<file path="src/spu_decode_macros.svh">
`ifndef SPU_DECODE_MACROS_SVH
`define SPU_DECODE_MACROS_SVH

`define INSTR_W		32
`define PC_W		8
`define REG_ADDR_W	7
`define NUM_REGS	128
`define OP_W		11
`define IMM_W		18
`define UNIT_W		2
`define FMT_W		3
`define CNT_W		3	// wide enough for the longest window

`define UNIT_FP		2'd0	// even pipe
`define UNIT_FX2	2'd1
`define UNIT_BYTE	2'd2
`define UNIT_FX1	2'd3
`define UNIT_PERM	2'd0	// odd pipe
`define UNIT_LS		2'd1
`define UNIT_BR		2'd2

// cycles a destination stays in flight after issue
`define WIN_FP		5
`define WIN_LS		5
`define WIN_FX2		3
`define WIN_BYTE	3
`define WIN_PERM	3
`define WIN_FX1		1
`define WIN_BR		1

`define OP_ILA		7'b0100001	// RI18
`define OP_IL		9'b010000001	// RI16
`define OP_AI		8'b00011100	// RI10
`define OP_A		11'b00011000000
`define OP_AND		11'b00011000001
`define OP_OR		11'b00001000001
`define OP_XOR		11'b01001000001
`define OP_NOP		11'b01000000001
`define OP_SHL		11'b00001011011
`define OP_CNTB		11'b01010110100
`define OP_MPY		11'b01111000100
`define OP_FA		11'b01011000100
`define OP_LQD		8'b00110100	// RI10
`define OP_STQD		8'b00100100	// RI10
`define OP_LQX		11'b00111000100
`define OP_ROTQBY	11'b00111011100
`define OP_BR		9'b001100100	// RI16
`define OP_BRZ		9'b001000000	// RI16
`define OP_LNOP		11'b00000000001

`endif

</file>
<file path="src/spu_decode_pkg.sv">
`include "spu_decode_macros.svh"

package spu_decode_pkg;

	// FP, FX2, byte, FX1 on the even pipe; permute, load/store, branch on the odd pipe
	typedef logic [`UNIT_W-1:0] unit_t;

	typedef enum logic [1:0] {
		PIPE_NONE = 2'd0,
		PIPE_EVEN = 2'd1,
		PIPE_ODD  = 2'd2
	} pipe_t;

	typedef struct packed {
		logic [0:`INSTR_W-1]    word;
		logic [`OP_W-1:0]       op;	// right aligned, short opcodes zero padded
		logic [`FMT_W-1:0]      format;
		logic [`IMM_W-1:0]      imm;	// sign extended
		logic [`REG_ADDR_W-1:0] rt;
		logic [`REG_ADDR_W-1:0] ra;
		logic [`REG_ADDR_W-1:0] rb;
		logic [`REG_ADDR_W-1:0] rc;	// store data or branch condition
		logic                   ra_valid;
		logic                   rb_valid;
		logic                   rc_valid;
		logic                   write;	// rt gets written
		unit_t                  unit;
		pipe_t                  pipe;
	} decoded_t;

endpackage

</file>
<file path="src/instr_classifier.sv">
`timescale 1ns/10ps
`include "spu_decode_macros.svh"

module instr_classifier import spu_decode_pkg::*; (
	input  logic [0:`INSTR_W-1] instr,
	output decoded_t            dec
);

	localparam logic [`FMT_W-1:0] FMT_RR   = 3'd0;
	localparam logic [`FMT_W-1:0] FMT_RI10 = 3'd4;
	localparam logic [`FMT_W-1:0] FMT_RI16 = 3'd5;
	localparam logic [`FMT_W-1:0] FMT_RI18 = 3'd6;

	decoded_t            base;	// raw fields, before any table lookup
	decoded_t            even_dec;
	decoded_t            odd_dec;
	logic                even_hit;
	logic                odd_hit;
	logic [`IMM_W-1:0]   imm_ri10;
	logic [`IMM_W-1:0]   imm_ri16;
	logic [`IMM_W-1:0]   imm_ri18;

	assign imm_ri10 = {{8{instr[8]}}, instr[8:17]};
	assign imm_ri16 = {{2{instr[9]}}, instr[9:24]};
	assign imm_ri18 = instr[7:24];

	always_comb begin
		base       = '0;
		base.word  = instr;
		base.rt    = instr[25:31];
		base.ra    = instr[18:24];
		base.rb    = instr[11:17];
		base.rc    = instr[25:31];
		base.write = 1'b1;
	end

	// even table
	always_comb begin
		even_dec      = base;
		even_dec.pipe = PIPE_EVEN;
		even_hit      = 1'b1;
		if (instr[0:6] == `OP_ILA) begin
			even_dec.format = FMT_RI18;
			even_dec.op     = {{(`OP_W-7){1'b0}}, instr[0:6]};
			even_dec.imm    = imm_ri18;
			even_dec.unit   = `UNIT_FX1;
		end else if (instr[0:8] == `OP_IL) begin
			even_dec.format = FMT_RI16;
			even_dec.op     = {{(`OP_W-9){1'b0}}, instr[0:8]};
			even_dec.imm    = imm_ri16;
			even_dec.unit   = `UNIT_FX1;
		end else if (instr[0:7] == `OP_AI) begin
			even_dec.format   = FMT_RI10;
			even_dec.op       = {{(`OP_W-8){1'b0}}, instr[0:7]};
			even_dec.imm      = imm_ri10;
			even_dec.ra_valid = 1'b1;
			even_dec.unit     = `UNIT_FX1;
		end else begin
			even_dec.format   = FMT_RR;
			even_dec.op       = instr[0:10];
			even_dec.ra_valid = 1'b1;
			even_dec.rb_valid = 1'b1;
			case (instr[0:10])
				`OP_MPY, `OP_FA: even_dec.unit = `UNIT_FP;
				`OP_SHL: even_dec.unit = `UNIT_FX2;
				`OP_CNTB: begin
					even_dec.unit     = `UNIT_BYTE;
					even_dec.rb_valid = 1'b0;	// single source
				end
				`OP_A, `OP_AND, `OP_OR, `OP_XOR: even_dec.unit = `UNIT_FX1;
				`OP_NOP: begin
					even_dec.unit     = `UNIT_FP;
					even_dec.ra_valid = 1'b0;
					even_dec.rb_valid = 1'b0;
					even_dec.write    = 1'b0;
				end
				default: even_hit = 1'b0;
			endcase
		end
	end

	// odd table
	always_comb begin
		odd_dec      = base;
		odd_dec.pipe = PIPE_ODD;
		odd_hit      = 1'b1;
		if (instr[0:8] == `OP_BR || instr[0:8] == `OP_BRZ) begin
			odd_dec.format   = FMT_RI16;
			odd_dec.op       = {{(`OP_W-9){1'b0}}, instr[0:8]};
			odd_dec.imm      = imm_ri16;
			odd_dec.unit     = `UNIT_BR;
			odd_dec.write    = 1'b0;
			odd_dec.rc_valid = (instr[0:8] == `OP_BRZ);	// brz tests rt
		end else if (instr[0:7] == `OP_LQD || instr[0:7] == `OP_STQD) begin
			odd_dec.format   = FMT_RI10;
			odd_dec.op       = {{(`OP_W-8){1'b0}}, instr[0:7]};
			odd_dec.imm      = imm_ri10;
			odd_dec.unit     = `UNIT_LS;
			odd_dec.ra_valid = 1'b1;
			if (instr[0:7] == `OP_STQD) begin
				odd_dec.write    = 1'b0;
				odd_dec.rc_valid = 1'b1;	// store data comes from rt
			end
		end else begin
			odd_dec.format = FMT_RR;
			odd_dec.op     = instr[0:10];
			case (instr[0:10])
				`OP_LQX: begin
					odd_dec.unit     = `UNIT_LS;
					odd_dec.ra_valid = 1'b1;
					odd_dec.rb_valid = 1'b1;
				end
				`OP_ROTQBY: begin
					odd_dec.unit     = `UNIT_PERM;
					odd_dec.ra_valid = 1'b1;
					odd_dec.rb_valid = 1'b1;
				end
				`OP_LNOP: begin
					odd_dec.unit  = `UNIT_PERM;
					odd_dec.write = 1'b0;
				end
				default: odd_hit = 1'b0;
			endcase
		end
	end

	// even table wins, then odd, else nothing
	always_comb begin
		if (instr == '0 || !(even_hit || odd_hit)) begin
			dec      = '0;
			dec.word = instr;
			dec.pipe = PIPE_NONE;
		end else if (even_hit) begin
			dec = even_dec;
		end else begin
			dec = odd_dec;
		end
		assert (!(even_hit && odd_hit))
			else $error("opcode %b matches both pipe tables", instr[0:10]);
	end

endmodule

</file>
<file path="src/dest_scoreboard.sv">
`timescale 1ns/10ps
`include "spu_decode_macros.svh"

module dest_scoreboard import spu_decode_pkg::*; (
	input  logic                   clk,
	input  logic                   reset,
	input  logic                   even_valid,
	input  logic                   even_write,
	input  unit_t                  even_unit,
	input  logic [`REG_ADDR_W-1:0] even_rt,
	input  logic                   odd_valid,
	input  logic                   odd_write,
	input  unit_t                  odd_unit,
	input  logic [`REG_ADDR_W-1:0] odd_rt,
	output logic [`NUM_REGS-1:0]   busy_mask
);

	localparam logic [`CNT_W-1:0] TICK = 'd1;

	logic [`CNT_W-1:0]    hold [`NUM_REGS];	// remaining busy cycles per register
	logic [`CNT_W-1:0]    even_hold;
	logic [`CNT_W-1:0]    odd_hold;
	logic [`NUM_REGS-1:0] even_sel;
	logic [`NUM_REGS-1:0] odd_sel;

	function automatic logic [`CNT_W-1:0] hold_cycles(input pipe_t pipe, input unit_t unit);
		int win;
		if (pipe == PIPE_EVEN) begin
			case (unit)
				`UNIT_FP:   win = `WIN_FP;
				`UNIT_FX2:  win = `WIN_FX2;
				`UNIT_BYTE: win = `WIN_BYTE;
				default:    win = `WIN_FX1;
			endcase
		end else begin
			case (unit)
				`UNIT_PERM: win = `WIN_PERM;
				`UNIT_LS:   win = `WIN_LS;
				default:    win = `WIN_BR;
			endcase
		end
		win = win - 1;	// the issue register cycle is the first one
		hold_cycles = win[`CNT_W-1:0];
	endfunction

	assign even_hold = hold_cycles(PIPE_EVEN, even_unit);
	assign odd_hold  = hold_cycles(PIPE_ODD, odd_unit);
	assign even_sel  = (even_valid && even_write) ?
		({{(`NUM_REGS-1){1'b0}}, 1'b1} << even_rt) : '0;
	assign odd_sel   = (odd_valid && odd_write) ?
		({{(`NUM_REGS-1){1'b0}}, 1'b1} << odd_rt) : '0;

	always_ff @(posedge clk) begin
		for (int r = 0; r < `NUM_REGS; r++) begin
			if (reset)
				hold[r] <= '0;
			else if (even_sel[r])
				hold[r] <= even_hold;
			else if (odd_sel[r])
				hold[r] <= odd_hold;
			else if (hold[r] != '0)
				hold[r] <= hold[r] - TICK;
		end
	end

	always_comb begin
		for (int r = 0; r < `NUM_REGS; r++) begin
			busy_mask[r] = (hold[r] != '0) || even_sel[r] || odd_sel[r];	// issue reg counts too
		end
	end

	// the WAW check upstream keeps the two pipes off the same target
	assert property (@(posedge clk) disable iff (reset) (even_sel & odd_sel) == '0);

endmodule

</file>
<file path="src/issue_control.sv">
`timescale 1ns/10ps
`include "spu_decode_macros.svh"

module issue_control import spu_decode_pkg::*; (
	input  logic                   clk,
	input  logic                   reset,
	input  logic [0:`INSTR_W-1]    instr_first,
	input  logic [0:`INSTR_W-1]    instr_second,
	input  logic [`PC_W-1:0]       pc,
	input  logic                   branch_taken,
	input  logic [`PC_W-1:0]       branch_target,
	input  logic [`NUM_REGS-1:0]   busy_mask,
	output logic                   even_valid,
	output logic [`OP_W-1:0]       even_op,
	output unit_t                  even_unit,
	output logic [`REG_ADDR_W-1:0] even_rt,
	output logic                   even_write,
	output logic [`IMM_W-1:0]      even_imm,
	output logic                   odd_valid,
	output logic [`OP_W-1:0]       odd_op,
	output unit_t                  odd_unit,
	output logic [`REG_ADDR_W-1:0] odd_rt,
	output logic                   odd_write,
	output logic [`IMM_W-1:0]      odd_imm,
	output logic                   first_odd,
	output logic                   stall,
	output logic [`PC_W-1:0]       stall_pc
);

	logic [0:`INSTR_W-1]  replay_first;	// held back words, program order
	logic [0:`INSTR_W-1]  replay_second;
	logic [0:`INSTR_W-1]  word_first;
	logic [0:`INSTR_W-1]  word_second;
	logic [`PC_W-1:0]     pair_pc;
	decoded_t             first;
	decoded_t             second;
	decoded_t             even_src;
	decoded_t             odd_src;
	logic [`NUM_REGS-1:0] first_wmask;
	logic                 structural;
	logic                 waw;
	logic                 block_first;
	logic                 block_second;
	logic                 first_go;
	logic                 second_go;
	logic                 even_from_first;
	logic                 odd_from_first;
	logic                 even_go;
	logic                 odd_go;
	logic                 ever_issued;

	function automatic logic reads_any(input decoded_t d, input logic [`NUM_REGS-1:0] mask);
		reads_any = (d.ra_valid && mask[d.ra]) ||
			(d.rb_valid && mask[d.rb]) ||
			(d.rc_valid && mask[d.rc]);
	endfunction

	// replay buffer takes over the decoders while stalled
	assign word_first  = stall ? replay_first : instr_first;
	assign word_second = stall ? replay_second : instr_second;
	assign pair_pc     = stall ? stall_pc : pc;

	instr_classifier cls_first (.instr(word_first), .dec(first));
	instr_classifier cls_second (.instr(word_second), .dec(second));

	assign first_wmask = first.write ? ({{(`NUM_REGS-1){1'b0}}, 1'b1} << first.rt) : '0;

	assign structural   = first.pipe != PIPE_NONE && first.pipe == second.pipe;
	assign waw          = first.write && second.write && first.rt == second.rt;
	assign block_first  = reads_any(first, busy_mask);
	assign block_second = structural || waw || reads_any(second, busy_mask | first_wmask);

	assign first_go  = !branch_taken && !block_first && first.pipe != PIPE_NONE;
	assign second_go = !branch_taken && !block_first && !block_second &&
		second.pipe != PIPE_NONE;

	assign even_from_first = first_go && first.pipe == PIPE_EVEN;
	assign odd_from_first  = first_go && first.pipe == PIPE_ODD;
	assign even_go  = even_from_first || (second_go && second.pipe == PIPE_EVEN);
	assign odd_go   = odd_from_first || (second_go && second.pipe == PIPE_ODD);
	assign even_src = even_from_first ? first : second;
	assign odd_src  = odd_from_first ? first : second;

	always_ff @(posedge clk) begin
		if (reset) begin
			even_valid  <= 1'b0;
			odd_valid   <= 1'b0;
			first_odd   <= 1'b0;
			stall       <= 1'b0;
			ever_issued <= 1'b0;
		end else begin
			even_valid  <= even_go;
			odd_valid   <= odd_go;
			first_odd   <= odd_from_first || (!first_go && odd_go);	// lone odd counts as first
			stall       <= branch_taken || block_first || block_second;
			ever_issued <= ever_issued || even_valid || odd_valid;
		end
	end

	always_ff @(posedge clk) begin
		even_op    <= even_src.op;
		even_unit  <= even_src.unit;
		even_rt    <= even_src.rt;
		even_write <= even_src.write;
		even_imm   <= even_src.imm;
		odd_op     <= odd_src.op;
		odd_unit   <= odd_src.unit;
		odd_rt     <= odd_src.rt;
		odd_write  <= odd_src.write;
		odd_imm    <= odd_src.imm;
		if (branch_taken) begin
			stall_pc      <= branch_target;	// flush, fetch restarts at target
			replay_first  <= '0;
			replay_second <= '0;
		end else if (block_first) begin
			stall_pc      <= pair_pc;
			replay_first  <= word_first;
			replay_second <= word_second;
		end else if (block_second) begin
			stall_pc      <= pair_pc;
			replay_first  <= word_second;	// moves up to the first slot
			replay_second <= '0;
		end
	end

	// hazards need something in flight, so only a branch can stall an idle stage
	assert property (@(posedge clk) disable iff (reset)
		!ever_issued && !even_valid && !odd_valid && !$past(branch_taken) |-> !stall);

	assert property (@(posedge clk) disable iff (reset)
		branch_taken |=> !even_valid && !odd_valid && stall);

endmodule

</file>
<file path="src/spu_decode.sv">
`timescale 1ns/10ps
`include "spu_decode_macros.svh"

module spu_decode import spu_decode_pkg::*; (
	input  logic                   clk,
	input  logic                   reset,
	input  logic [0:`INSTR_W-1]    instr_first,
	input  logic [0:`INSTR_W-1]    instr_second,
	input  logic [`PC_W-1:0]       pc,
	input  logic                   branch_taken,
	input  logic [`PC_W-1:0]       branch_target,
	output logic                   even_valid,
	output logic [`OP_W-1:0]       even_op,
	output unit_t                  even_unit,
	output logic [`REG_ADDR_W-1:0] even_rt,
	output logic                   even_write,
	output logic [`IMM_W-1:0]      even_imm,
	output logic                   odd_valid,
	output logic [`OP_W-1:0]       odd_op,
	output unit_t                  odd_unit,
	output logic [`REG_ADDR_W-1:0] odd_rt,
	output logic                   odd_write,
	output logic [`IMM_W-1:0]      odd_imm,
	output logic                   first_odd,
	output logic                   stall,
	output logic [`PC_W-1:0]       stall_pc
);

	logic [`NUM_REGS-1:0] busy_mask;	// in-flight destinations

	issue_control u_issue (
		.clk(clk), .reset(reset),
		.instr_first(instr_first), .instr_second(instr_second), .pc(pc),
		.branch_taken(branch_taken), .branch_target(branch_target),
		.busy_mask(busy_mask),
		.even_valid(even_valid), .even_op(even_op), .even_unit(even_unit),
		.even_rt(even_rt), .even_write(even_write), .even_imm(even_imm),
		.odd_valid(odd_valid), .odd_op(odd_op), .odd_unit(odd_unit),
		.odd_rt(odd_rt), .odd_write(odd_write), .odd_imm(odd_imm),
		.first_odd(first_odd), .stall(stall), .stall_pc(stall_pc)
	);

	// fed from the registered issue outputs
	dest_scoreboard u_scoreboard (
		.clk(clk), .reset(reset),
		.even_valid(even_valid), .even_write(even_write),
		.even_unit(even_unit), .even_rt(even_rt),
		.odd_valid(odd_valid), .odd_write(odd_write),
		.odd_unit(odd_unit), .odd_rt(odd_rt),
		.busy_mask(busy_mask)
	);

endmodule

</file>
<file path="config.mk">
export PLATFORM = sky130hd
export DESIGN_NAME = spu_decode
export DESIGN_NICKNAME = d
export VERILOG_FILES = /design/src/spu_decode_pkg.sv /design/src/instr_classifier.sv /design/src/dest_scoreboard.sv /design/src/issue_control.sv /design/src/spu_decode.sv
export VERILOG_INCLUDE_DIRS = /design/src
export SDC_FILE = /design/constraint.sdc
export NUM_CORES = 2
export LEC_CHECK = 0
export ABC_AREA = 1
export BUFFER_PORTS_ARGS = -buffer_cell sky130_fd_sc_hd__buf_4
export CORE_ASPECT_RATIO = 0.5
export CORE_UTILIZATION = 38
export CTS_CLUSTER_DIAMETER = 30
export CTS_CLUSTER_SIZE = 20
export DETAILED_ROUTE_END_ITERATION = 8
export PLACE_DENSITY = 0.6
export SLEW_MARGIN = 20
export SYNTH_ARGS = -nofsm -noshare
export SYNTH_HDL_FRONTEND = slang
export SYNTH_SLANG_ARGS = --single-unit
</file>
<file path="constraint.sdc">
create_clock -name clk -period 10.37 [get_ports clk]
set_input_delay 1.037 -clock clk [delete_from_list [all_inputs] [get_ports clk]]
set_output_delay 1.037 -clock clk [all_outputs]
set_load 0.1 [all_outputs]
</file>
## Word-level counts from Yosys, hierarchy flattened

Memories as Yosys holds them, arrays and structs flattened.
Cells that the tools add are included.

- Register bits: 154
- Bits in writable memories: 384
- Input bits: 83
- Word-level logic and storage cells: 3064
- Memories: 1

- Add/sub/neg operators: 130
- Magnitude comparators: 6
- Equal/unequal tests: 47
- Shifts and indexed selects: 3
- Muxes and demuxes: 2027
- Bitwise logic cells: 385
- Reduce and logical (&&, ||, !) cells: 448

Memories:

| name | depth | width | read ports | clocked after memory_dff | write ports | RTL line | text |
|---|---|---|---|---|---|---|---|
| u_scoreboard.hold | 128 | 3 | 128 | 0 | 128 | dest_scoreboard.sv:20 | `` logic [`CNT_W-1:0] hold [`NUM_REGS]; `` |

Operators by type and width:

| cell | count |
|---|---|
| two-way mux 1 bit | 1580 |
| two-way mux 3 bit | 386 |
| two-way mux 68 bit | 6 |
| subtractor 3 x 1 -> 3 bit (second input constant) | 130 |
| nonzero test 3 bit | 129 |
| two-way mux 128 bit | 3 |
| two-way mux 32 bit | 12 |
| bitwise OR 1 bit | 384 |
| << shifter 1 x 7 -> 128 bit (first input constant) | 3 |
| logical OR 1 bit | 275 |
| bitwise OR 128 bit | 1 |
| equality test 11 x 10 -> 1 bit (second input constant) | 10 |
| two-way mux 18 bit | 4 |
| logical NOT 32 bit | 2 |
| two-way mux 14 bit | 4 |
| less-than comparator 7 x 8 -> 1 bit (second input constant) | 6 |
| equality test 11 x 7 -> 1 bit (second input constant) | 4 |
| equality test 11 x 8 -> 1 bit (second input constant) | 4 |
| equality test 11 x 9 -> 1 bit (second input constant) | 4 |
| binary-select mux 1 bit (select 7 bit) | 6 |
| equality test 9 x 7 -> 1 bit (second input constant) | 4 |
| equality test 8 x 6 -> 1 bit (second input constant) | 4 |
| two-way mux 2 bit | 16 |
| two-way mux 8 bit | 4 |
| 19 further kinds | 65 |

## Logic depth before layout (Yosys ltp)

- Depth in word-level cells: 27
- Mapped depth: 35

## Modules after synthesis

A second synthesis with hierarchy kept.

- Cells, all modules: 7737
- Area total of the unflattened synthesis: 51025.2 um^2

Modules (own cells, without submodules):

| module | times used | cells an instance | area an instance (um^2) | sequential area each (um^2) |
|---|---|---|---|---|
| dest_scoreboard | 1 | 4280 | 31734.2 | 11531.1 |
| issue_control | 1 | 2811 | 15985.3 | 3163.0 |
| instr_classifier | 2 | 323 | 1652.8 | 0.0 |

## Least setup slack after synthesis

Ideal clock, no wire load.

- Kind: register -> register
- From: register u_issue.stall
- To: register u_issue.stall_pc[0] (enable)
- Setup time: 0.374 ns
- Data arrival time: 4.495 ns
- Slack: 5.501 ns
- Cell stages (with the launch flop): 31
- Buffers on the path: 3
- Cells stage by stage: dfxtp_1 -> inv_2 -> buf_6 -> or2_1 -> o21ai_2 -> inv_2 -> nor2_1 -> inv_1 -> nor3_4 -> nor2_2 -> nand3_2 -> nor2_8 -> nand2_8 -> inv_4 -> nor2_4 -> clkbuf_1 -> a21oi_1 -> nand2_1 -> nand3_1 -> nand3_1 -> nand3_1 -> nand3_1 -> nand2_1 -> nand2_1 -> nand3_1 -> nand2_1 -> nor2_4 -> nand2_4 -> inv_8 -> buf_6 -> o21ai_1

- Cells in the longest elaborated chain, start to end: 21
- Elaborated cells on any way between the ends: 146
- Those cells by class: eq/ne (40); shift (1); mux (67); bitwise (1); reduce/logical (37)

RTL lines:

| element | RTL line | text |
|---|---|---|
| start, declared | issue_control.sv:26 | `output logic stall,` |
| start signal, assigned | issue_control.sv:95 | `stall <= branch_taken \|\| block_first \|\| block_second;` |
| two-way mux 32 bit | issue_control.sv:59 | `assign word_first = stall ? replay_first : instr_first;` |
| equality test 11 x 10 -> 1 bit, or another cell as far along | instr_classifier.sv:63 | `case (instr[0:10])` |
| OR reduction 9 bit (no source line) | - |  |
| two-way mux 1 bit | instr_classifier.sv:63 |  |
| two-way mux 1 bit | instr_classifier.sv:52 | `` end else if (instr[0:7] == `OP_AI) begin `` |
| two-way mux 1 bit | instr_classifier.sv:47 | `` end else if (instr[0:8] == `OP_IL) begin `` |
| two-way mux 1 bit | instr_classifier.sv:42 | `` if (instr[0:6] == `OP_ILA) begin `` |
| logical OR 1 bit | instr_classifier.sv:129 | `if (instr == '0 \|\| !(even_hit \|\| odd_hit)) begin` |
| [... 5 more ...] | - |  |
| bitwise OR 128 bit | issue_control.sv:71 | `assign block_second = structural \|\| waw \|\| reads_any(second, busy_mask \| first_wmask);` |
| binary-select mux 1 bit (select 7 bit), on equally long branches | issue_control.sv:53, issue_control.sv:54 |  |
| two-way mux 1 bit, on equally long branches | issue_control.sv:53, issue_control.sv:54 |  |
| logical AND 1 bit, on equally long branches | issue_control.sv:53, issue_control.sv:54 |  |
| logical OR 1 bit | issue_control.sv:53 | `reads_any = (d.ra_valid && mask[d.ra]) \|\|` |
| logical OR 1 bit | issue_control.sv:54 | `(d.rb_valid && mask[d.rb]) \|\|` |
| logical OR 1 bit | issue_control.sv:71 |  |
| nonzero test 3 bit (no source line) * | - |  |
| end signal, assigned | issue_control.sv:112 | `stall_pc <= branch_target;` |
| end signal, assigned | issue_control.sv:116 | `stall_pc <= pair_pc;` |
| end signal, assigned | issue_control.sv:120 | `stall_pc <= pair_pc;` |
| end, declared | issue_control.sv:27 | `` output logic [`PC_W-1:0] stall_pc `` |

Every way passes the cells marked *; elsewhere a longest branch is shown, timed or not. The select of a mux whose other input is x is not followed.
A chain may end at the register's enable or synchronous reset.

## Worst setup path after layout

- From: register u_issue.stall
- To: register u_issue.stall_pc[2] (enable)

The elaborated chain is that of the path after synthesis.

==> results.py <==
metrics = {
    "yosys": {
        "synth.top_cell.area_share_pct": 25.9,
        "avgSynthCellArea_um2": 6.85,
        "synth_area_mm2": 0.0455,
        "ys_top_cells_by_area": "edfxtp_1 (26%), nand2_1 (11%), nand3_1 (8.4%)",
        "synth_edf_count": 392,
        "synthCells": 6642,
        "synth_top_cell_by_area": "edfxtp_1",
        "async_reset_ff_share_pct": 0,
        "synthTopCellsByCount": "nand2_1 (1298), inv_1 (873), nand3_1 (768)",
        "yosys_warnings": 0,
        "synth_cell_types": 70,
        "synth_ff_type": "edfxtp_1",
        "ys_seq_area_share_pct": 32.3,
        "yosys_register_bits": 538,
        "synth_most_common_cell": "nand2_1",
    },
    "clock_network": {
        "numCtsBuffers": 107,
        "post_cts_buffers": 0,
        "cts_tree": "yes",
        "cts-htree-levels": 3,
        "cts_resized": 0,
        "ctsHoldBuffers": 0,
        "clk_latency_ps": 760,
        "path_clk_slew_ps": 50,
        "root_buffer": "clkbuf_16",
        "ctsLongestPathBuffers": 3,
        "cts_sinks": 538,
    },
    "detailed_routing": {
        "dr.pass1.iters": 8,
        "dr_wl_met3_um": 32200,
        "wl_met1_um": 83100,
        "top_layer": "met5",
        "met2WireLength_um": 78400,
        "drtAntennaViolNets": 0,
        "routedWlPerCell_um": 24.4,
        "post_drt_via_cell_ratio": 6.04,
        "drtIter0Drc": 7302,
        "drc_errors": 0,
        "dr_total_vias": 50300,
        "routed_wl_um": 204000,
    },
    "run": {
        "cap_violations": 0,
    },
    "final_layout": {
        "nets": 6977,
        "syn2layout_area_growth_pct": 14.2,
        "layout-drive-gt1-share_pct": 9.78,
        "n_fill_cell": 12200,
        "fin_util_pct": 43.9,
    },
    "worst_setup_path": {
        "rr_worst_depth": 29,
        "max_stage_delay_ps": 940,
        "reg2reg_slack_ps": 2710,
        "crit_cells": 29,
        "cp_top_family": "simple AND/OR/NAND/NOR gates",
        "worstPathRequired_ps": 10750,
        "slowest_stage": "nor2_1",
        "path_buf_inv": 5,
        "cp-start-kind": "flop",
        "cp-startpoint": "u_issue.stall",
        "cp.arrival_ps": 8050,
        "worstReg2RegEnd": "u_issue.stall_pc[2]",
        "cp-endpoint": "u_issue.stall_pc[2]",
        "critPathCaptureType": "flop",
        "r2r-start": "u_issue.stall",
        "criticalPathCategory": "reg2reg",
        "worst_path_most_repeated_cell": "nand2_1",
        "cp_max_fo": 64,
    },
    "floorplanning": {
        "start_util_pct": 38.5,
        "die_x_um": 491,
        "die_h_um": 247,
        "core_area_mm2": 0.118,
        "rows": 89,
        "die-area_mm2": 0.121,
        "ioPinCount": 173,
    },
    "timing": {
        "period_needed_ps": 7660,
        "fin_setup_tns_ps": 0,
        "rsz0062_at_grt": "no",
        "setup_viol": 0,
        "final_hold_viol_count": 0,
        "maxClockFrequency_ghz": 0.130,
        "slew_violations": 0,
        "tightest_slew_ps": 1290,
        "fin_skew_ps": 40.9,
        "relSlewSlack_pct": 13.5,
        "period_share_pct": 73.9,
    },
    "global_route": {
        "gr-total-overflow": 0,
        "grt_pass1_vias": 45200,
        "grt_max_degree": 186,
        "grt_pass1_wl_um": 296000,
        "track_usage_pct": 32.5,
        "antenna_found_initial": 14,
    },
    "pwr": {
        "p_leak_nw": 21.1,
        "power_density_mw_per_mm2": 273,
        "vdd_drop_max_v": 0.000178,
    },
    "hold_path": {
        "holdCritPathClass": "reg2reg",
        "hold_depth": 2,
    },
    "run_status": {
        "status": "complete, no violations",
    },
    "place": {
        "detailed_place_hpwl_um": 143000,
        "port_buffers": 172,
        "place_congestion": 1.07,
    },
}
==> state kept, by name, indices dropped and copies added (netlist names), 2 cells and up <==
signal and flops:
u_issue.even_imm 18, u_issue.even_op 11, u_issue.even_rt 7, u_issue.even_unit 2, u_issue.odd_imm 18, u_issue.odd_op 11
u_issue.odd_rt 7, u_issue.odd_unit 2, u_issue.replay_first 32, u_issue.replay_second 32, u_issue.stall_pc 8, u_scoreboard.hold 384
==> metrics by stage <==
| step | instance area (um2) | power (mW) | setup WS [ps] | std cells | hold slack [ps] |
|---|---|---|---|---|---|
| CTS | 51900 | 13.8 | 2920 | 8319 | 458 |
| global route | 51900 | 14.9 | 2390 | 8322 | 475 |
| finish | 51900 | 14.2 | 2710 | 8329 | 457 |
| global placement | 48100 | 10.2 | 2670 | 8119 | 443 |
| detailed placement | 48100 | 10.2 | 2720 | 8119 | 451 |
| floorplan | 45500 | 7.78 | 5500 | 6643 | 422 |
==> worst register-to-register path: cells and delay by family (launching register included) <==
kind            cells  cell delay (ps)
buf+inv             5             1620
simple gates       23             4590
compound gates      1              620
flops               1              470
==> kinds of logic after synthesis <==
family          share of synthesized area [%]
xor+xnor                               0.0578
fa+ha+maj                                7.07
mux                                     0.396
buf+inv                                  11.8
flops                                    32.3
simple gates                             33.3
compound gates                           15.1
other cells                           0.00824
==> cells in the final DEF (no fill, tap or decap), types with 18 or more instances in the layout <==
master,instances
o211ai_1,106
inv_1,870
a31oi_1,34
nand2_1,1294
o22ai_1,23
a22oi_1,42
nand4_1,134
clkinv_1,31
dfxtp_1,141
clkbuf_16,109
a21oi_1,191
mux2i_1,18
nand3_1,768
nor2_1,730
inv_2,30
nand3b_1,27
nor4_1,44
o221ai_1,204
ha_1,256
or2_2,30
nor3_1,270
o21ai_0,292
nor2_2,21
o21ai_1,89
buf_4,308
edfxtp_1,392
==> routing by layer <==
layer  vias to the layer above  GRT usage [%]
met2                      3391           44.6
met5                         -              0
met3                       637           13.4
met1                     23500           44.0
li1                      22800              -
met4                        16           14.6
==> layout make-up <==
cell class	instances	area (um2)	share of cell area, %
antenna	9	22.5	0.0434
timing repair buffer	311	2380	4.58
multi-input combinational	4758	25600	49.3
clock inverter	79	932	1.79
clock buffer	121	2800	5.40
sequential	538	14700	28.3
inverter	921	3480	6.70
tap	1592	1990	3.83
==> power by group <==
group / total (mW) / internal, mW / leakage (nW) / switching [mW]
sequential: 3.60 / 3.34 / 5.53 / 0.257
clock: 3.61 / 2.29 / 1.80 / 1.32
combinational: 6.95 / 2.13 / 13.7 / 4.82
total: 14.2 / 7.76 / 21.1 / 6.40
==> worst min-delay path by stage <==
stage	from	end	slack (ps)
6_report	u_issue.replay_second[13]	u_issue.replay_second[13]	460
5_1_grt	u_issue.replay_second[19]	u_issue.replay_second[19]	470
4_1_cts	u_issue.replay_second[13]	u_issue.replay_second[13]	460
3_5_place_dp	u_issue.replay_second[2]	u_issue.replay_second[2]	450
3_3_place_gp	u_issue.replay_first[0]	u_issue.replay_first[0]	440
2_1_floorplan	u_issue.replay_first[0]	u_issue.replay_first[0]	420
No activity file was read; power rests on OpenSTA's default activity.
